### src/l2_cache_params.svh
// L2 and L1 cache geometry macros: set and way counts, address, tag and way widths
`ifndef L2_CACHE_PARAMS_SVH
`define L2_CACHE_PARAMS_SVH

// L2 organization, 16 sets of 4 ways
`define L2_NUM_SETS 16
`define L2_NUM_WAYS 4

// The set index is the low part of the line address
`define L2_SET_INDEX_WIDTH 4

// Line address, byte offset already removed
`define L2_ADDR_WIDTH 26

// Everything above the set index is the L2 tag
`define L2_TAG_WIDTH 22

// L1 geometry as seen from the L2 directory.
// The L1 tag is the line address above the L1 set index
`define L1_SET_INDEX_WIDTH 6
`define L1_TAG_WIDTH 20
`define L1_WAY_WIDTH 2

`endif

### src/l2_request_pkg.sv
// Request op enum, unit/strand/address types, and request, response, writeback and L1 update structs
`default_nettype none

`include "l2_cache_params.svh"

package l2_request_pkg;

	// Encodings follow the core-side request interface
	typedef enum logic [2:0]
	{
		pci_load = 3'd0,
		pci_store = 3'd1,
		pci_load_sync = 3'd4,
		pci_store_sync = 3'd5
	} pci_op_t;

	typedef logic [1:0] unit_t;
	typedef logic [1:0] strand_t;
	typedef logic [`L2_ADDR_WIDTH - 1:0] line_addr_t;

	// A fill arrives as an ordinary request with has_fill set
	typedef struct packed
	{
		logic valid;
		unit_t unit;
		strand_t strand;
		pci_op_t op;
		logic [`L1_WAY_WIDTH - 1:0] l1_way;
		line_addr_t address;
		logic has_fill;
	} l2_request_t;

	typedef struct packed
	{
		logic valid;
		unit_t unit;
		strand_t strand;
		pci_op_t op;
		logic hit;
		logic [$clog2(`L2_NUM_WAYS) - 1:0] way;
	} l2_response_t;

	typedef struct packed
	{
		logic valid;
		line_addr_t address;
	} writeback_t;

	// Tells the L1 which of its lines holds data that was just stored to
	typedef struct packed
	{
		logic valid;
		logic [`L1_WAY_WIDTH - 1:0] l1_way;
		logic [`L1_TAG_WIDTH - 1:0] l1_tag;
	} l1_update_t;

endpackage

`default_nettype wire

### src/l2_dir_pkg.sv
// L2 tag, way, set and L1 directory types, plus the tag and directory stage structs
`default_nettype none

`include "l2_cache_params.svh"

package l2_dir_pkg;

	typedef logic [`L2_TAG_WIDTH - 1:0] l2_tag_t;
	typedef logic [$clog2(`L2_NUM_WAYS) - 1:0] l2_way_t;
	typedef logic [`L2_SET_INDEX_WIDTH - 1:0] l2_set_t;
	typedef logic [`L1_TAG_WIDTH - 1:0] l1_tag_t;

	// One entry per L2 line, for the single core
	typedef struct packed
	{
		logic valid;
		logic [`L1_WAY_WIDTH - 1:0] way;
		l1_tag_t tag;
	} l1_dir_entry_t;

	typedef struct packed
	{
		l2_request_pkg::l2_request_t request;
		l2_tag_t [`L2_NUM_WAYS - 1:0] way_tags;
		logic [`L2_NUM_WAYS - 1:0] way_valid;
		l2_way_t replace_way;
	} tag_stage_t;

	// Dirty bits and the L1 entry are the values from before this request's update
	typedef struct packed
	{
		l2_request_pkg::l2_request_t request;
		logic hit;
		l2_way_t hit_way;
		l2_way_t replace_way;
		l2_tag_t replace_tag;
		logic replace_valid;
		logic [`L2_NUM_WAYS - 1:0] dirty;
		l1_dir_entry_t l1_entry;
	} dir_stage_t;

endpackage

`default_nettype wire

### src/l2_cache_tag.sv
// L2 tag stage: tag array lookup, per-set round-robin replacement and fill install
`timescale 1ns/1ps
`default_nettype none

`include "l2_cache_params.svh"

module l2_cache_tag (
	input logic clk,
	input logic reset,
	input logic stall,
	input l2_request_pkg::l2_request_t request,
	output l2_dir_pkg::tag_stage_t tag_out
);

	// All ways of a set are read together, so each set is one packed row
	l2_dir_pkg::l2_tag_t [`L2_NUM_WAYS - 1:0] tag_mem [`L2_NUM_SETS];
	logic [`L2_NUM_WAYS - 1:0] valid_mem [`L2_NUM_SETS];
	l2_dir_pkg::l2_way_t replace_ptr [`L2_NUM_SETS];

	l2_dir_pkg::l2_set_t request_set;
	l2_dir_pkg::l2_tag_t request_tag;
	logic fill_en;
	logic tag_present;

	assign request_set = request.address[`L2_SET_INDEX_WIDTH - 1:0];
	assign request_tag = request.address[`L2_ADDR_WIDTH - 1:`L2_SET_INDEX_WIDTH];
	assign fill_en = request.valid && request.has_fill && !stall;

	always_comb
	begin
		tag_present = 1'b0;
		for (int way = 0; way < `L2_NUM_WAYS; way++)
		begin
			if (valid_mem[request_set][way] && tag_mem[request_set][way] == request_tag)
				tag_present = 1'b1;
		end
	end

	// Fills go to the way named by the set pointer, which then moves on by one
	always_ff @(posedge clk)
	begin
		if (reset)
		begin
			for (int set = 0; set < `L2_NUM_SETS; set++)
			begin
				tag_mem[set] <= '0;
				valid_mem[set] <= '0;
				replace_ptr[set] <= '0;
			end
		end
		else if (fill_en)
		begin
			tag_mem[request_set][replace_ptr[request_set]] <= request_tag;
			valid_mem[request_set][replace_ptr[request_set]] <= 1'b1;
			replace_ptr[request_set] <= replace_ptr[request_set] + 1'b1;
		end
	end

	// The set is sampled before this request's own fill lands in the array.
	// The next request reads the array after the write and so sees it
	always_ff @(posedge clk)
	begin
		if (reset)
		begin
			tag_out.request.valid <= 1'b0;
		end
		else if (!stall)
		begin
			tag_out.request <= request;
			tag_out.way_tags <= tag_mem[request_set];
			tag_out.way_valid <= valid_mem[request_set];
			tag_out.replace_way <= replace_ptr[request_set];
		end
	end

	// A fill only follows a miss, so its tag must not be resident already.
	// A duplicate here would show up as two matching ways in the directory stage
	assert property (@(posedge clk) disable iff (reset)
		fill_en |-> !tag_present)
		else $error("fill for tag %h already present in set %0d", request_tag, request_set);

endmodule

`default_nettype wire

### src/l2_cache_dir.sv
// L2 directory stage: hit detection, per-line dirty bits and the L1 directory
`timescale 1ns/1ps
`default_nettype none

`include "l2_cache_params.svh"

module l2_cache_dir (
	input logic clk,
	input logic reset,
	input logic stall,
	input l2_dir_pkg::tag_stage_t tag_in,
	output l2_dir_pkg::dir_stage_t dir_out
);

	// Dirty bits for all ways of a set, and one L1 entry per {way, set}
	logic [`L2_NUM_WAYS - 1:0] dirty_mem [`L2_NUM_SETS];
	l2_dir_pkg::l1_dir_entry_t l1_dir_mem [`L2_NUM_WAYS][`L2_NUM_SETS];

	l2_dir_pkg::l2_tag_t request_tag;
	l2_dir_pkg::l2_set_t request_set;
	l2_dir_pkg::l1_tag_t request_l1_tag;
	logic [`L2_NUM_WAYS - 1:0] hit_vec;
	logic cache_hit;
	l2_dir_pkg::l2_way_t hit_way;
	l2_dir_pkg::l2_way_t access_way;
	logic is_load;
	logic is_store;
	logic update_en;

	assign request_tag = tag_in.request.address[`L2_ADDR_WIDTH - 1:`L2_SET_INDEX_WIDTH];
	assign request_set = tag_in.request.address[`L2_SET_INDEX_WIDTH - 1:0];
	assign request_l1_tag = tag_in.request.address[`L2_ADDR_WIDTH - 1:`L1_SET_INDEX_WIDTH];

	assign is_load = tag_in.request.op == l2_request_pkg::pci_load
		|| tag_in.request.op == l2_request_pkg::pci_load_sync;
	assign is_store = tag_in.request.op == l2_request_pkg::pci_store
		|| tag_in.request.op == l2_request_pkg::pci_store_sync;

	always_comb
	begin
		hit_way = '0;
		for (int way = 0; way < `L2_NUM_WAYS; way++)
		begin
			hit_vec[way] = tag_in.way_valid[way] && tag_in.way_tags[way] == request_tag;
			if (hit_vec[way])
				hit_way = l2_dir_pkg::l2_way_t'(way);
		end
	end

	assign cache_hit = |hit_vec;

	// A fill lands in the replacement way, which then acts as the hit way
	assign access_way = tag_in.request.has_fill ? tag_in.replace_way : hit_way;

	// Only lines that are resident after this request get their state touched
	assign update_en = !stall && tag_in.request.valid
		&& (cache_hit || tag_in.request.has_fill);

	always_ff @(posedge clk)
	begin
		if (reset)
		begin
			for (int set = 0; set < `L2_NUM_SETS; set++)
			begin
				dirty_mem[set] <= '0;
				for (int way = 0; way < `L2_NUM_WAYS; way++)
					l1_dir_mem[way][set] <= '0;
			end
		end
		else if (update_en)
		begin
			if (is_store)
				dirty_mem[request_set][access_way] <= 1'b1;
			else if (is_load && tag_in.request.has_fill)
				dirty_mem[request_set][access_way] <= 1'b0;

			// The line is about to be pushed into the L1, so remember where it goes
			if (is_load)
			begin
				l1_dir_mem[access_way][request_set] <= '{
					valid: 1'b1,
					way: tag_in.request.l1_way,
					tag: request_l1_tag
				};
			end
		end
	end

	// Dirty bits and the L1 entry are read before this request's write
	always_ff @(posedge clk)
	begin
		if (reset)
		begin
			dir_out.request.valid <= 1'b0;
		end
		else if (!stall)
		begin
			dir_out.request <= tag_in.request;
			dir_out.hit <= cache_hit;
			dir_out.hit_way <= access_way;
			dir_out.replace_way <= tag_in.replace_way;
			dir_out.replace_tag <= tag_in.way_tags[tag_in.replace_way];
			dir_out.replace_valid <= tag_in.way_valid[tag_in.replace_way];
			dir_out.dirty <= dirty_mem[request_set];
			dir_out.l1_entry <= l1_dir_mem[access_way][request_set];
		end
	end

	// The tag stage never installs a duplicate tag, so at most one way can match
	assert property (@(posedge clk) disable iff (reset)
		tag_in.request.valid |-> $onehot0(hit_vec))
		else $error("multiple ways hit in set %0d: %b", request_set, hit_vec);

endmodule

`default_nettype wire

### src/l2_cache_response.sv
// L2 response stage: response, dirty-line writeback and L1 update notice
`timescale 1ns/1ps
`default_nettype none

`include "l2_cache_params.svh"

module l2_cache_response (
	input logic clk,
	input logic reset,
	input logic stall,
	input l2_dir_pkg::dir_stage_t dir_in,
	output l2_request_pkg::l2_response_t response,
	output l2_request_pkg::writeback_t writeback,
	output l2_request_pkg::l1_update_t l1_update
);

	l2_dir_pkg::l2_set_t request_set;
	logic is_store;
	logic evict_dirty;
	logic need_writeback;
	logic need_l1_update;

	assign request_set = dir_in.request.address[`L2_SET_INDEX_WIDTH - 1:0];
	assign is_store = dir_in.request.op == l2_request_pkg::pci_store
		|| dir_in.request.op == l2_request_pkg::pci_store_sync;

	// A fill pushes out whatever was in the replacement way
	assign evict_dirty = dir_in.replace_valid && dir_in.dirty[dir_in.replace_way];
	assign need_writeback = dir_in.request.valid && dir_in.request.has_fill && evict_dirty;

	// The L1 holds a copy of the line only if its directory entry is valid
	assign need_l1_update = dir_in.request.valid && is_store && dir_in.hit
		&& dir_in.l1_entry.valid;

	always_ff @(posedge clk)
	begin
		if (reset)
		begin
			response.valid <= 1'b0;
			writeback.valid <= 1'b0;
			l1_update.valid <= 1'b0;
		end
		else if (!stall)
		begin
			response.valid <= dir_in.request.valid;
			response.unit <= dir_in.request.unit;
			response.strand <= dir_in.request.strand;
			response.op <= dir_in.request.op;
			response.hit <= dir_in.hit;
			response.way <= dir_in.hit_way;

			writeback.valid <= need_writeback;
			writeback.address <= {dir_in.replace_tag, request_set};

			l1_update.valid <= need_l1_update;
			l1_update.l1_way <= dir_in.l1_entry.way;
			l1_update.l1_tag <= dir_in.l1_entry.tag;
		end
	end

	// Writebacks only come from fills, and a fill is never reported as a hit
	assert property (@(posedge clk) disable iff (reset)
		writeback.valid |-> response.valid && !response.hit)
		else $error("writeback without a matching fill response");

endmodule

`default_nettype wire

### src/l2_cache_top.sv
// L2 cache slice top level chaining the tag, directory and response stages
`timescale 1ns/1ps
`default_nettype none

module l2_cache_top (
	input logic clk,
	input logic reset,
	input logic stall,
	input l2_request_pkg::l2_request_t request,
	output l2_request_pkg::l2_response_t response,
	output l2_request_pkg::writeback_t writeback,
	output l2_request_pkg::l1_update_t l1_update
);

	l2_dir_pkg::tag_stage_t tag_stage;
	l2_dir_pkg::dir_stage_t dir_stage;

	// Tag lookup, replacement choice and fill install
	l2_cache_tag tag (
		.clk(clk),
		.reset(reset),
		.stall(stall),
		.request(request),
		.tag_out(tag_stage)
	);

	// Hit way, dirty bits and L1 directory
	l2_cache_dir dir (
		.clk(clk),
		.reset(reset),
		.stall(stall),
		.tag_in(tag_stage),
		.dir_out(dir_stage)
	);

	// Response, writeback and L1 update decisions
	l2_cache_response resp (
		.clk(clk),
		.reset(reset),
		.stall(stall),
		.dir_in(dir_stage),
		.response(response),
		.writeback(writeback),
		.l1_update(l1_update)
	);

endmodule

`default_nettype wire

### config.mk
export PLATFORM = sky130hd
export DESIGN_NAME = l2_cache_top
export DESIGN_NICKNAME = d
export VERILOG_FILES = /design/src/l2_request_pkg.sv /design/src/l2_dir_pkg.sv /design/src/l2_cache_tag.sv /design/src/l2_cache_dir.sv /design/src/l2_cache_response.sv /design/src/l2_cache_top.sv
export VERILOG_INCLUDE_DIRS = /design/src
export SDC_FILE = /design/constraint.sdc
export NUM_CORES = 2
export LEC_CHECK = 0
export BUFFER_PORTS_ARGS = -buffer_cell sky130_fd_sc_hd__buf_2
export CAP_MARGIN = 5
export CORE_UTILIZATION = 45
export CTS_BUF_LIST = sky130_fd_sc_hd__clkbuf_8
export DETAILED_ROUTE_END_ITERATION = 10
export SYNTH_ARGS = -nofsm -noshare
export SYNTH_HDL_FRONTEND = slang
export SYNTH_SLANG_ARGS = --single-unit
### constraint.sdc
create_clock -name clk -period 20.6 [get_ports clk]
set_input_delay 2.06 -clock clk [delete_from_list [all_inputs] [get_ports clk]]
set_output_delay 2.06 -clock clk [all_outputs]
set_load 0.02 [all_outputs]
; Word level (Yosys, flattened, before mapping)
; Memory sizes are Yosys's and may differ from the RTL's. A register that Yosys moved wholly into a read port is not among the register bits.
; Cells that the tools add are included.
[totals]
register_bits = 164
latch_bits = 0
ramBits = 3040
mem_bits_ro = 0
input_bits = 40
out_inout_bits = 61
wordCells = 154
n_memories = 5
[memory_table]
columns = name, words, word_bits, rd, rd_ports_with_merged_regs, wr, line_no
row1 = dir.l1_dir_mem, 4, 368, 1, 0, 4, l2_cache_dir.sv:17  ; l2_dir_pkg::l1_dir_entry_t l1_dir_mem [`L2_NUM_WAYS][`L2_NUM_SETS];
row2 = tag.tag_mem, 16, 88, 1, 1, 16, l2_cache_tag.sv:16  ; l2_dir_pkg::l2_tag_t [`L2_NUM_WAYS - 1:0] tag_mem [`L2_NUM_SETS];
row3 = dir.dirty_mem, 16, 4, 1, 1, 16, l2_cache_dir.sv:16  ; logic [`L2_NUM_WAYS - 1:0] dirty_mem [`L2_NUM_SETS];
row4 = tag.valid_mem, 16, 4, 1, 1, 16, l2_cache_tag.sv:17  ; logic [`L2_NUM_WAYS - 1:0] valid_mem [`L2_NUM_SETS];
row5 = tag.replace_ptr, 16, 2, 1, 0, 16, l2_cache_tag.sv:18  ; l2_dir_pkg::l2_way_t replace_ptr [`L2_NUM_SETS];
[op_classes]
n_addsub = 1
multipliers = 0
div_mod_pow = 0
order_cmp = 8
n_eq_ne = 9
shift = 0
mux = 60
bitwise_logic = 7
reduce_logical = 31
[op_table]
columns = operator, count
row1 = 2-to-1 mux 368 bit, 3
row2 = OR reduction 368 bit, 1
row3 = 2-to-1 mux 88 bit, 3
row4 = binary-select mux 23 bit (select 4 bit), 1
row5 = demux 23 bit (select 4 bit), 1
row6 = == test 22 bit, 4
row7 = OR reduction 88 bit, 1
row8 = 2-to-1 mux 23 bit, 3
row9 = binary-select mux 22 bit (select 2 bit), 1
row10 = demux 22 bit (select 2 bit), 1
row11 = 2-to-1 mux 22 bit, 2
row12 = 2-to-1 mux 4 bit, 11
row13 = 2-to-1 mux 1 bit, 25
row14 = logical AND 1 bit, 18
row15 = "< comparator 2 x 3 -> 1 bit, second input constant", 4
row16 = OR reduction 4 bit, 3
row17 = 2-to-1 mux 2 bit, 5
row18 = "== test 3 bit, second input constant", 3
row19 = "== test 3 x 1 -> 1 bit, second input constant", 2
row20 = ">= comparator 5 bit, second input constant", 1
row21 = "< comparator 5 x 1 -> 1 bit, second input constant", 1
row22 = inverter 4 -> 5 bit, 1
row23 = binary-select mux 1 bit (select 2 bit), 2
row24 = demux 1 bit (select 2 bit), 2
row25 = other kinds (9), 17

; Longest topological paths before layout
[depth]
depth_word = 14
mapped_depth = 16
depth_no_buf = 10

; Hierarchy
; Synthesis repeated with hierarchy kept, for this count alone.
[unflattened]
hier_cells = 10779
area_unflattened_um2 = 146018.8
[by_module_without_submodules]
columns = module, instances, cells_each, area_each_um2, seq_area_each_um2
row1 = l2_cache_dir, 1, 5932, 75013.2, 48236.3
row2 = l2_cache_tag, 1, 4774, 69123.8, 48446.5
row3 = l2_cache_response, 1, 73, 1881.8, 1801.7

; Worst setup path after synthesis
; OpenSTA, ideal clock, no wires.
[synth_timing]
path_kind = input to register
from = input port stall
to = memory dir.l1_dir_mem[3][100] (netlist name), enable pin
setup_ns = 0.432
arrival_ns = 16.462
required_time_ns = 20.168
slack_ns = 3.706
path_stages = 8
path_buffers = 3
cell_sequence = clkbuf_1 > nor2_1 > and4_1 > o21a_1 > nand2_1 > clkbuf_1 > clkbuf_1 > o21ai_0
[synth_lines]
columns = item, line_no
row1 = from (decl), l2_cache_top.sv:8  ; input logic stall,
row2 = to (decl), l2_cache_dir.sv:17

; Worst setup path after layout
[layout_timing]
from = register tag.tag_out[111] (netlist name)
to = register dir.dir_out[0] (netlist name) (data pin)
[layout_via]
elab_chain_len = 10
word_cells_on_any_way = 14
classes_between = 3 x eq/ne / 7 x mux / 3 x reduce/logical / 1 x memory
[layout_rtl]
columns = item, line_no
row1 = from (decl), l2_cache_tag.sv:12  ; output l2_dir_pkg::tag_stage_t tag_out
row2 = == test 22 bit, l2_cache_dir.sv:44  ; hit_vec[way] = tag_in.way_valid[way] && tag_in.way_tags[way] == request_tag;
row3 = logical AND 1 bit, l2_cache_dir.sv:44
row4 = 2-to-1 mux 1 bit, l2_cache_dir.sv:45  ; if (hit_vec[way])
row5 = 2-to-1 mux 2 bit, l2_cache_dir.sv:45
row6 = 2-to-1 mux 2 bit (*), l2_cache_dir.sv:45
row7 = 2-to-1 mux 2 bit (*), l2_cache_dir.sv:53  ; assign access_way = tag_in.request.has_fill ? tag_in.replace_way : hit_way;
row8 = memory read (4 x 368 bit) (*), --
row9 = binary-select mux 23 bit (select 4 bit) (*), l2_cache_dir.sv:105  ; dir_out.l1_entry <= l1_dir_mem[access_way][request_set];
row10 = 2-to-1 mux 23 bit (not written as such) (*) (2 in a row), l2_cache_dir.sv:105
row11 = to (decl), l2_cache_dir.sv:12  ; output l2_dir_pkg::dir_stage_t dir_out
; Every way passes the cells marked *; elsewhere a longest branch is shown, timed or not. The select of a mux whose other input is x is not followed.
; A chain may end at the register's enable or synchronous reset.

==> flow_summary.ini <==
[status]
outcome = finished, final reports clean

[drt]
ant_nets = 0
drt_iter0_markers = 13090
drcViolationCount = 0
routed_wl_mm = 510.8
vias = 100000
first_pass_iters = 6
wl_per_cell_um = 32.11
viasPerCell = 6.289

[job]
drv_cap = 0

[setup_path]
crit_path_start_kind = flop
path_common_cell = buf_4
rr_worst_depth = 12
reg2reg_to = dir.dir_out[0]$_DFFE_PP_
cp.required_ns = 21.49
path_max_fanout = 81
r2r-start = tag.tag_out[111]$_DFFE_PP_
r2r_setup_slack_ns = 12.54
cp-end-kind = flop
slowest_delay_ns = 1.04
crit_type = flop to flop
cp_num_buf_inv = 3
cpLargestDelayFamily = simple AND/OR/NAND/NOR gates
crit_start = tag.tag_out[111]$_DFFE_PP_
slowest_stage = nor4_1
arrival_ns = 8.95
path_cells = buf_4 > xnor2_1 > nand4_1 > nor4_4 > buf_4 > a211o_4 > a21o_4 > buf_4 > or3_1 > o2111ai_1 > nor4_1 > nand4_1

[sta]
max-slew-margin-rel_pct = 7.927
finalCritPeriodShare_pct = 39.13
hold_viol = 0
slew_viol_final = 0
finalSetupTns_ns = 0
rsz0062_at_grt = no
fin_crit_ns = 8.060
fmax_mhz = 124.1
hold_ws_ns = 0.4161
setup_viol = 0
finClkSkew_ns = 0.1092
worstMarginPinSlew_ns = 1.378

[yosys]
syn-num-nets = 11350
syn_inst = 11310
yosys_warnings = 0
synth-seq-cells = 3300
yosysTopAreaCell = edfxtp_1
synth_seq_area_share_pct = 63.81
syn-mean-instance-area_um2 = 13.55
synthDominantCellAreaShare_pct = 62.07
mappedNetlistArea_mm2 = 0.1532
synth_edf_count = 3167
ys.flop_type = edfxtp_1
ys_types = 73
synthArstFlopShare_pct = 0
synth_area_leaders = edfxtp_1 62%, mux4_2 7.6%, and3_1 6.1%

[cts]
post-cts-setup-buffers = 0
cts.path.max_buffers = 4
cts_resized = 0
cts_max_level = 6
cts_root_buf = clkbuf_8
cts_tree = yes
cts_buffers = 573
hold_buffers = 0
insertion_delay_ns = 1.22
cts.sinks = 3300
path_clk_slew_ns = 0.06

[die]
die_w_um = 585.5
start_util_pct = 45.37
core_area_mm2 = 0.3377
dieArea_mm2 = 0.3428
row_count = 213
die_height_um = 585.5
pin_count = 101

[min_path]
holdPathEnd = resp.response[7]$_DFFE_PP_
worstHoldStart = dir.dir_out[88]$_DFFE_PP_
hold_depth = 0
hp-class = flop to flop

[pwr]
power_per_cell_area_mw_per_mm2 = 86.14
p_leak_nw = 65.47
irDropWorstVdd_mv = 0.06332
power_mw = 14.43

[finish]
num-nets-final = 10960
layout_common_cells = 3167 x edfxtp_1, 1502 x and3_1, 1492 x and2_1
syn2layout_area_growth_pct = 9.371
layout-drive-gt1-share_pct = 16.47
final_common_cell = edfxtp_1

[placed_design]
place.gp.congestion = 0.9025
port_buffers = 100
dpl.hpwl_mm = 290.1

[global_routing]
overflow = 0
grt_pass1_wl_mm = 719.4
grt_max_degree = 321
grt_pass1_vias = 97420
grt_use_total_pct = 29.20
antenna_found_initial = 43
[per-layer routing]
| layer | GRT usage, % | part of all wire, % | vias to the layer above |
|---|---|---|---|
| met3 | 5.248 | 9.0 | 1138 |
| met1 | 38.07 | 38 | 51260 |
| met4 | 14.74 | 5.5 | 14 |
| li1 | - | - | 41980 |
| met5 | 0 | 0.018 | - |
| met2 | 47.00 | 47 | 5655 |
[worst max path at each step]
stage | slack, ns | endpoint | depth (start not counted)
6_report | 12.54 | dir.dir_out[0]$_DFFE_PP_ | 12
2_1_floorplan | 3.71 | dir.l1_dir_mem[3][100]$_DFFE_PP_ | 8
4_1_cts | 12.69 | dir.dir_out[21]$_DFFE_PP_ | 12
5_1_grt | 12.42 | dir.dir_out[9]$_DFFE_PP_ | 12
3_3_place_gp | 12.54 | dir.dir_out[10]$_DFFE_PP_ | 12
3_5_place_dp | 12.70 | dir.dir_out[21]$_DFFE_PP_ | 12
[cell usage after synthesis (30+ instances only)]
master and n:
a21o_1 170, mux2i_1 141, nor3_1 64, o2111ai_1 94, nand2_1 443, clkbuf_1 1140, edfxtp_1 3167, buf_1 101
nor2b_1 52, and3_1 1502, and2_1 1493, nor2_1 193, buf_2 82, a21oi_1 214, a211oi_1 139, a211o_1 140
dfxtp_1 133, nand3_1 270, xnor2_1 71, a21boi_0 47, inv_1 76, or2_2 71, o21ai_0 371, mux4_2 514
nor4_1 30, a311oi_1 46, nand4_1 57
[per-stage QoR]
stage / area (um^2) / worst slack, ns / std cells / util, %
after floorplan: 153200 / 3.706 / 11310 / -
after global placement: 156800 / 12.54 / 14830 / 46.45
after detailed placement: 157000 / 12.70 / 14840 / 46.50
after CTS: 167400 / 12.69 / 15870 / 49.56
after global routing: 167500 / 12.42 / 15890 / 49.61
final: 167600 / 12.54 / 15910 / 49.62
[cell type report]
type	instances	area, um^2
Antenna cell	24	60.06
Clock buffer	600	8258
Clock inverter	432	2093
Fill cell	28870	170100
Inverter	78	310.3
Multi-Input combinational cell	6566	50420
Sequential cell	3300	97760
Tap cell	4515	5649
Timing Repair Buffer	394	3002
[flip-flops by register name, summed over array words and instances, names as in the netlist]
signal / cells
dir.dir_out: 68
dir.dirty_mem: 64
dir.l1_dir_mem: 1472
resp.l1_update: 23
resp.response: 11
resp.writeback: 27
tag.replace_ptr: 32
tag.tag_mem: 1408
tag.tag_out: 131
tag.valid_mem: 64
[where the power goes]
part / internal (mW) / leakage, nW / total (mW) / switching [mW]
clock: 2.75 / 6.09 / 5.57 / 2.81
sequential: 7.58 / 33.6 / 7.68 / 0.100
combinational: 0.320 / 25.8 / 1.19 / 0.868
total: 10.7 / 65.5 / 14.4 / 3.78
[cells by family (layout without fill, tap and decap cells)]
group	Yosys count	in the layout	share of synthesized area [%]
buffers and inverters	1443	1504	3.724
and+or+nand+nor	4263	4263	16.22
muxes	679	679	8.654
adders and majority gates	4	4	0.03267
AOI/OAI and AO/OA	1532	1532	7.022
xor gates and xnor gates	88	88	0.5325
DFF	3300	3300	63.81
other	0	24	0
No activity file was read; power rests on OpenSTA's default activity.
